### src/rtl/apb_map_pkg.sv
// APB register map of the codec controller
// Offsets, command kinds and status bits
package apb_map_pkg;

  localparam int APB_ADDR_W = 4;

  localparam logic [APB_ADDR_W-1:0] OFF_TX_GAIN = 4'h0;
  localparam logic [APB_ADDR_W-1:0] OFF_RX_GAIN = 4'h4;
  localparam logic [APB_ADDR_W-1:0] OFF_RAW     = 4'h8;
  localparam logic [APB_ADDR_W-1:0] OFF_STATUS  = 4'hC; // Read only

  // Command kinds passed to the frame scheduler
  typedef enum logic [1:0] {
    CMD_TX_GAIN = 2'd0,
    CMD_RX_GAIN = 2'd1,
    CMD_RAW     = 2'd2
  } cmd_kind_e;

  // Status register bits
  localparam int STAT_INIT_DONE = 0;
  localparam int STAT_BUSY      = 1;

endpackage

### src/rtl/codec_regs_pkg.sv
// AD9866 codec register map and init write table
// Frame layout is 3 zero bits, 5-bit address, 8 data bits, MSB first
package codec_regs_pkg;

  localparam int FRAME_BITS  = 16;
  localparam int REG_ADDR_W  = 5;
  localparam int REG_DATA_W  = 8;
  localparam int FRAME_PAD_W = FRAME_BITS - REG_ADDR_W - REG_DATA_W; // Leading zeros

  // Gain registers
  localparam logic [REG_ADDR_W-1:0] REG_RX_GAIN = 5'h09;
  localparam logic [REG_ADDR_W-1:0] REG_TX_GAIN = 5'h0A;

  localparam logic [3:0] TX_GAIN_PREFIX = 4'b0100; // Upper nibble of TX gain data
  localparam logic [1:0] RX_GAIN_PREFIX = 2'b01;   // Upper bits of RX gain data

  localparam logic [3:0] TX_GAIN_RESET = 4'hF;
  localparam logic [6:0] RX_GAIN_RESET = 7'h40;

  // One entry per codec address, write enable in bit 8
  localparam int INIT_LEN = 20;
  localparam logic [REG_DATA_W:0] INIT_TABLE [0:INIT_LEN-1] = '{
    {1'b0, 8'h00},  // 0x00 left at power-on value
    {1'b0, 8'h00},  // 0x01
    {1'b0, 8'h00},  // 0x02
    {1'b0, 8'h00},  // 0x03
    {1'b0, 8'h00},  // 0x04
    {1'b0, 8'h00},  // 0x05
    {1'b1, 8'h54},  // 0x06 clkout2 off
    {1'b1, 8'h30},  // 0x07 DC offset cal, RX filter on
    {1'b0, 8'h00},  // 0x08
    {1'b0, 8'h00},  // 0x09 RX gain, written by command
    {1'b0, 8'h00},  // 0x0A TX gain, written by command
    {1'b1, 8'h00},  // 0x0B RxPGA update source
    {1'b1, 8'h43},  // 0x0C TX twos complement, interpolation
    {1'b1, 8'h03},  // 0x0D RX twos complement
    {1'b1, 8'h81},  // 0x0E IAMP setting
    {1'b0, 8'h00},  // 0x0F
    {1'b1, 8'h80},  // 0x10 TX gain select
    {1'b1, 8'h00},  // 0x11 TX gain select
    {1'b1, 8'h00},  // 0x12
    {1'b0, 8'h00}   // 0x13
  };

endpackage

### src/rtl/apb_codec_decode.sv
// APB slave for the codec controller
// Keeps gain shadows, drops unchanged gains, hands the rest to the scheduler
`timescale 1ns/1ps

module apb_codec_decode (
  input  logic                               clk,
  input  logic                               rst,
  input  logic                               psel,
  input  logic                               penable,
  input  logic                               pwrite,
  input  logic [apb_map_pkg::APB_ADDR_W-1:0] paddr,
  input  logic [31:0]                        pwdata,
  output logic [31:0]                        prdata,
  output logic                               pready,
  output logic                               pslverr,
  output logic                               cmd_valid,
  output apb_map_pkg::cmd_kind_e             cmd_kind,
  output logic [12:0]                        cmd_value,
  input  logic                               cmd_ready,
  input  logic                               init_done,
  input  logic                               busy
);

  import apb_map_pkg::*;
  import codec_regs_pkg::*;

  logic       access;
  logic       is_tx, is_rx, is_raw, is_stat;
  logic       acc_err;
  logic       tx_changed, rx_changed;
  logic [3:0] tx_shadow;   // Last gain sent to the codec
  logic [6:0] rx_shadow;

  assign access = psel & penable;

  // Offset classification
  assign is_tx   = (paddr == OFF_TX_GAIN);
  assign is_rx   = (paddr == OFF_RX_GAIN);
  assign is_raw  = (paddr == OFF_RAW);
  assign is_stat = (paddr == OFF_STATUS);
  assign acc_err = !(is_tx | is_rx | is_raw | is_stat) | (pwrite & is_stat);

  assign tx_changed = (pwdata[3:0] != tx_shadow);
  assign rx_changed = (pwdata[6:0] != rx_shadow);

  // Only writes that change something reach the SPI side
  assign cmd_valid = access & pwrite &
                     ((is_tx & tx_changed) | (is_rx & rx_changed) | is_raw);

  always_comb begin
    cmd_kind  = CMD_RAW;
    cmd_value = pwdata[12:0];   // Raw: addr 12:8, data 7:0
    if (is_tx) begin
      cmd_kind  = CMD_TX_GAIN;
      cmd_value = {9'd0, pwdata[3:0]};
    end else if (is_rx) begin
      cmd_kind  = CMD_RX_GAIN;
      cmd_value = {6'd0, pwdata[6:0]};
    end
  end

  // Wait states until the scheduler takes the command
  assign pready  = access & (!cmd_valid | cmd_ready);
  assign pslverr = access & acc_err;

  always_comb begin
    prdata = '0;
    if (is_tx) prdata[3:0] = tx_shadow;
    if (is_rx) prdata[6:0] = rx_shadow;
    if (is_stat) begin
      prdata[STAT_INIT_DONE] = init_done;
      prdata[STAT_BUSY]      = busy;
    end
  end

  // Shadow commit on the handshake cycle
  always_ff @(posedge clk) begin
    if (rst) begin
      tx_shadow <= TX_GAIN_RESET;
      rx_shadow <= RX_GAIN_RESET;
    end else if (cmd_valid && cmd_ready) begin
      case (cmd_kind)
        CMD_TX_GAIN: tx_shadow <= cmd_value[3:0];
        CMD_RX_GAIN: rx_shadow <= cmd_value[6:0];
        default: ;              // Raw writes leave gains alone
      endcase
    end
  end

endmodule

### src/rtl/codec_ctrl_top.sv
// AD9866 serial port controller top
// APB decode, frame scheduler and SPI shifter
`timescale 1ns/1ps

module codec_ctrl_top (
  input  logic                               clk,
  input  logic                               rst,
  input  logic                               psel,
  input  logic                               penable,
  input  logic                               pwrite,
  input  logic [apb_map_pkg::APB_ADDR_W-1:0] paddr,
  input  logic [31:0]                        pwdata,
  output logic [31:0]                        prdata,
  output logic                               pready,
  output logic                               pslverr,
  output logic                               sen_n,
  output logic                               sclk,
  output logic                               sdio
);

  import apb_map_pkg::*;
  import codec_regs_pkg::*;

  logic                  cmd_valid, cmd_ready;
  cmd_kind_e             cmd_kind;
  logic [12:0]           cmd_value;
  logic                  init_done, busy;
  logic                  frame_start;
  logic [FRAME_BITS-1:0] frame_word;

  apb_codec_decode apb_codec_decode_inst (.*);

  codec_frame_scheduler codec_frame_scheduler_inst (.*);

  spi_frame_shifter spi_frame_shifter_inst (.*);

endmodule

### src/rtl/codec_frame_scheduler.sv
// Codec frame scheduler
// Sends the init table after reset, then turns commands into SPI words
`timescale 1ns/1ps

module codec_frame_scheduler (
  input  logic                                   clk,
  input  logic                                   rst,
  input  logic                                   cmd_valid,
  input  apb_map_pkg::cmd_kind_e                 cmd_kind,
  input  logic [12:0]                            cmd_value,
  output logic                                   cmd_ready,
  output logic                                   init_done,
  output logic                                   frame_start,
  output logic [codec_regs_pkg::FRAME_BITS-1:0]  frame_word,
  input  logic                                   busy
);

  import apb_map_pkg::*;
  import codec_regs_pkg::*;

  logic [REG_ADDR_W-1:0] init_idx;   // Table index doubles as codec address
  logic [REG_DATA_W:0]   init_entry;
  logic                  busy_d;
  logic                  launch_ok;
  logic [5:0]            rx_code;
  logic [FRAME_BITS-1:0] cmd_frame;

  // One idle cycle after busy drops before the next frame
  assign launch_ok = !busy && !busy_d && !frame_start;
  assign cmd_ready = init_done && launch_ok;

  assign init_entry = (init_idx < INIT_LEN) ? INIT_TABLE[init_idx] : '0;

  // RX gain remap to the 6-bit PGA code
  always_comb begin
    if (cmd_value[6])
      rx_code = cmd_value[5:0];
    else if (cmd_value[5])
      rx_code = ~cmd_value[5:0];
    else
      rx_code = {1'b1, cmd_value[4:0]};
  end

  always_comb begin
    case (cmd_kind)
      CMD_TX_GAIN: cmd_frame = {{FRAME_PAD_W{1'b0}}, REG_TX_GAIN, TX_GAIN_PREFIX,
                                cmd_value[3:0]};
      CMD_RX_GAIN: cmd_frame = {{FRAME_PAD_W{1'b0}}, REG_RX_GAIN, RX_GAIN_PREFIX,
                                rx_code};
      default:     cmd_frame = {{FRAME_PAD_W{1'b0}}, cmd_value};
    endcase
  end

  always_ff @(posedge clk) begin
    if (rst) begin
      init_idx    <= '0;
      init_done   <= 1'b0;
      frame_start <= 1'b0;
      busy_d      <= 1'b0;
    end else begin
      busy_d      <= busy;
      frame_start <= 1'b0;     // Single-cycle pulse
      if (!init_done) begin
        if (init_idx == INIT_LEN) begin
          if (launch_ok) init_done <= 1'b1;  // Last init frame finished
        end else if (!init_entry[REG_DATA_W]) begin
          init_idx <= init_idx + 1'b1;        // Skip disabled entry
        end else if (launch_ok) begin
          frame_start <= 1'b1;
          init_idx    <= init_idx + 1'b1;
        end
      end else if (cmd_valid && cmd_ready) begin
        frame_start <= 1'b1;
      end
    end
  end

  // Frame payload, loaded with each launch
  always_ff @(posedge clk) begin
    if (!init_done && init_entry[REG_DATA_W] && launch_ok)
      frame_word <= {{FRAME_PAD_W{1'b0}}, init_idx, init_entry[REG_DATA_W-1:0]};
    else if (cmd_valid && cmd_ready)
      frame_word <= cmd_frame;
  end

endmodule

### src/rtl/spi_frame_shifter.sv
// 3-wire SPI shifter for the codec port
// One 16-bit word per frame, MSB first, sclk at half the clock rate
`timescale 1ns/1ps

module spi_frame_shifter (
  input  logic                                  clk,
  input  logic                                  rst,
  input  logic                                  frame_start,
  input  logic [codec_regs_pkg::FRAME_BITS-1:0] frame_word,
  output logic                                  busy,
  output logic                                  sen_n,
  output logic                                  sclk,
  output logic                                  sdio
);

  import codec_regs_pkg::*;

  typedef enum logic {S_IDLE, S_SHIFT} state_e;

  state_e                        state;
  logic [FRAME_BITS-1:0]         shreg;
  logic [$clog2(FRAME_BITS)-1:0] bit_cnt;  // Bits left after the current one

  assign busy  = (state == S_SHIFT);
  assign sen_n = (state != S_SHIFT);
  assign sdio  = busy & shreg[FRAME_BITS-1];  // Held low between frames

  always_ff @(posedge clk) begin
    if (rst) begin
      state   <= S_IDLE;
      sclk    <= 1'b0;
      bit_cnt <= '1;
    end else begin
      case (state)
        S_IDLE: begin
          sclk    <= 1'b0;
          bit_cnt <= '1;
          if (frame_start) state <= S_SHIFT;
        end
        S_SHIFT: begin
          sclk <= ~sclk;                      // Codec samples on rising edge
          if (sclk) begin
            bit_cnt <= bit_cnt - 1'b1;
            if (bit_cnt == '0) state <= S_IDLE;  // 16th rising edge done
          end
        end
      endcase
    end
  end

  // Next bit goes out as sclk falls
  always_ff @(posedge clk) begin
    if (state == S_IDLE && frame_start)
      shreg <= frame_word;
    else if (state == S_SHIFT && sclk)
      shreg <= {shreg[FRAME_BITS-2:0], 1'b0};
  end

endmodule

### config.mk
export PLATFORM = sky130hd
export DESIGN_NAME = codec_ctrl_top
export DESIGN_NICKNAME = d
export VERILOG_FILES = /design/src/rtl/apb_map_pkg.sv /design/src/rtl/codec_regs_pkg.sv /design/src/rtl/apb_codec_decode.sv /design/src/rtl/codec_ctrl_top.sv /design/src/rtl/codec_frame_scheduler.sv /design/src/rtl/spi_frame_shifter.sv
export SDC_FILE = /design/constraint.sdc
export NUM_CORES = 1
export LEC_CHECK = 0
export BUFFER_PORTS_ARGS = -buffer_cell sky130_fd_sc_hd__buf_2
export CAP_MARGIN = 20
export CORE_ASPECT_RATIO = 1.1
export CORE_MARGIN = 2
export CORE_UTILIZATION = 55
export CTS_BUF_LIST = sky130_fd_sc_hd__clkbuf_4 sky130_fd_sc_hd__clkbuf_8
export DETAILED_ROUTE_END_ITERATION = 7
export PLACE_DENSITY_LB_ADDON = 0.05
export SLEW_MARGIN = 20
export SYNTH_ARGS = -nofsm -noshare
export SYNTH_HDL_FRONTEND = slang
export SYNTH_SLANG_ARGS = --single-unit
### constraint.sdc
create_clock -name clk -period 2.9 [get_ports clk]
set_clock_uncertainty 0.1 [all_clocks]
set_input_delay 0 -clock clk [delete_from_list [all_inputs] [get_ports clk]]
set_output_delay 0 -clock clk [all_outputs]
set_load 0.02 [all_outputs]
==> impl_results.md <==
- Largest family of logic cells by synthesized area: simple AND/OR/NAND/NOR gates
- Clock sinks: 54
- Int Pwr: 1140 uW
- VDD IR-drop max: 319 uV
- Die X: 76.3 microns
- Synth Area per Inst: 10.4 sq um
- Clock Power Share: 34.1%
- Type of the tightest min-delay check: input port to flip-flop
- Clk_lat worst skew: 0.31 ns
- Ports: 78
- Comb power frac: 11.3%
- Outcome: completed
- Unique masters post-synth: 58
- Max Buffers Root-to-Sink: 2
- Nets: 386
- Reg area: 1370 sq um
- Avg Vias per Cell: 5.04
- Largest net degree at the start of global routing: 29
- Total detailed-routing wirelength: 5570 microns
- Power density cells: 437 nW/um^2
- Final slew viol count: 0
- Number of global-route vias before repair: 1825
- Cell area after synthesis: 3160 sq um
- Switch Pwr: 366 uW
- Yosys warns: 0
- H-Tree Level Count: 2
- Post-synth EDFFs: 29
- Crit share post-route: 77.7%
- Tmin final: 2.25 ns
- Initial antenna violation count: 0
- Drt first pass iters: 4
- TritonCTS buffer count: 5
- CTS clk-pin slew, worst paths: 0.09 ns
- Sequential-to-total area share from yosys stat: 43.4%
- Fillers: 472
- Crit-path max FO: 13
- Complex-gate fraction of the synthesized area: 10.5%
- Vias: 2087
- Final ANT Viol Nets: 0
- Fin. Hold Viols: 0
- Synth cell count leaders: edfxtp_1, buf_4, nor2_1
- Xor/xnor share of the synthesized area: 5.19%
- RSZ-0062 raised after global routing: false
- WP data arrival: 2.10 ns
- DRC: 0
- Switching Share: 24.3%
- Critical path class: flip-flop to flip-flop
- Overall power: 1510 uW
- Max-cap violations: 0
- Simple-Gate Fraction of Synth Area: 18.3%
- Area growth syn-to-layout: 9.03%
- Area occupied by multi-input gates: 1540 sq um
- Crit path launch type: flip-flop
- Share of cells above drive strength 1: 23.9%
- Fin util: 63.0%
- FF+latch count, synth: 54
- Remaining global-route overflow: 0
- GPL Wtd Cong: 0.794
- Die area: 6370 sq um
- Initial DRC Count: 163
- Post-synth top area cell: edfxtp_1
- Synth Flop Type: edfxtp_1
- Post-synth ARST share: 0%
- Final setup fails: 0
- Max Fclk: 0.444 GHz
- Synth Area in Adders: 2.77%
- Starting Density: 57.8%
- First-pass GRT wire length: 9200 microns
- Tightest Pin Transition: 0.553 ns
- Core area: 5470 sq um
- Clock Root Buffer: clkbuf_8
- DIE HEIGHT: 83.5 microns
- Worst Path Required: 2.75 ns
- Slew HR: 63.2%
- Mux cell area share after synthesis: 9.11%
- Tot GR Track Use: 18.0%
- Diodes inserted: 0
- Sequential power share: 54.6%
- Drt wl/cell: 13.5 microns
- Synthesized instance count: 304
- DP Wirelength: 4040 microns
- CTS tree: built
- Row count: 28
- Leak Pwr: 0.00140 uW
- Buffers added on ports: 33
- Leading cell type by number of instances after synthesis: edfxtp_1
- Crit end category: flip-flop
- Dominant cells by area after synthesis: edfxtp_1, dfxtp_1, buf_4
- Setup TNS: 0 ns
- Top cell type's share of synthesized area: 27.6%
[critical path, stage by stage (launching register included)]
cell       delay (ns)
dfxtp_1          0.41
nor3_4           0.24
and3_4           0.24
o2111ai_4        0.23
o31ai_2          0.16
or2_1            0.50
[worst paths after layout]
path / slack (ns) / to / from / cells past startpoint
setup / recovery: 0.65 / codec_frame_scheduler_inst.frame_word[7] / spi_frame_shifter_inst.busy / 5
hold / removal: 0.03 / apb_codec_decode_inst.rx_shadow[6] / pwdata[6] / 4
setup reg to reg: 0.65 / codec_frame_scheduler_inst.frame_word[7] / spi_frame_shifter_inst.busy / 5
hold reg to reg: 0.41 / spi_frame_shifter_inst.bit_cnt[3] / spi_frame_shifter_inst.bit_cnt[3] / 2
[cells in the final DEF, fill, tap and decap left out, types with 2 or more instances in the layout]
master	Yosys	final
xor2_1	3	3
o21ai_0	15	15
mux2i_1	13	13
nor3_1	11	11
nand4_1	5	5
a21oi_1	11	11
a22oi_1	2	2
edfxtp_1	29	29
and2_1	2	2
dlygate4sd3_1	0	11
nand2_1	14	14
nor2b_1	5	5
conb_1	1	25
a21o_1	2	2
buf_2	9	33
and3_1	5	5
clkbuf_8	0	5
a31oi_1	3	3
inv_1	6	6
xnor2_1	12	12
nand2b_1	6	6
ha_1	7	7
dfxtp_1	25	25
mux2_2	14	14
nor2_1	27	27
nand3_2	2	2
or3_1	4	4
xnor2_2	2	2
nor3_4	2	2
nand3_1	7	7
buf_4	27	3
[logic make-up (layout without fill, tap and decap cells)]
family                     count (synthesis)  after routing
and+or+nand+nor                          101            101
adders and majority gates                  7              7
muxes                                     27             27
other                                      1             25
xor gates and xnor gates                  17             17
buffers and inverters                     51             62
AOI/OAI and AO/OA                         46             46
DFF                                       54             54
[power groups by stage]
stage	registers [uW]	clock network, uW	logic (uW)
after floorplan	835	0	153
after global placement	841	0	157
after detailed placement	841	0	158
after CTS	823	527	170
after global routing	825	555	188
final	823	514	170
[registers in the layout, summed over array words and instances (netlist names)]
register and cells:
spi_frame_shifter_inst.shreg 16, codec_frame_scheduler_inst.frame_word 13, apb_codec_decode_inst.rx_shadow 7, codec_frame_scheduler_inst.init_idx 5
apb_codec_decode_inst.tx_shadow 4, spi_frame_shifter_inst.bit_cnt 4, codec_frame_scheduler_inst.busy_d 1, codec_frame_scheduler_inst.frame_start 1
codec_frame_scheduler_inst.init_done 1, spi_frame_shifter_inst.busy 1, spi_frame_shifter_inst.sclk 1
[area by class of cell]
type                            count  area share (%)
Clock inverter                      2            1.09
Clock buffer                        6            2.21
Tap cell                           75            2.72
Sequential cell                    54            39.8
Timing Repair Buffer               47            8.64
Inverter                            7           0.763
Multi-Input combinational cell    223            44.8
[through the flow]
stage / setup slack [ns] / instances / cell area (sq um) / hold WS [ns]
after floorplan: 0.878 / 328 / 3250 / -0.0169
after global placement: 0.661 / 395 / 3220 / 0.204
after detailed placement: 0.640 / 395 / 3220 / 0.198
after CTS: 0.621 / 414 / 3450 / 0.0169
after global routing: 0.479 / 414 / 3450 / 0.0377
final: 0.648 / 414 / 3450 / 0.0267
[repair_timing]
action,in CTS,in global routing
buffers inserted,0,0
endpoints found under the hold margin,15,0
hold buffers,11,0
resized for setup,0,0
[metal layers]
metal | vias up | global-route usage [%] | wire [microns]
li1 | 1079 | - | -
met1 | 951 | 25.6 | 2660
met2 | 52 | 28.0 | 2630
met3 | 5 | 3.35 | 216
met4 | 0 | 5.45 | 65
met5 | - | 0 | 0
(Power assumes the default switching activity.)
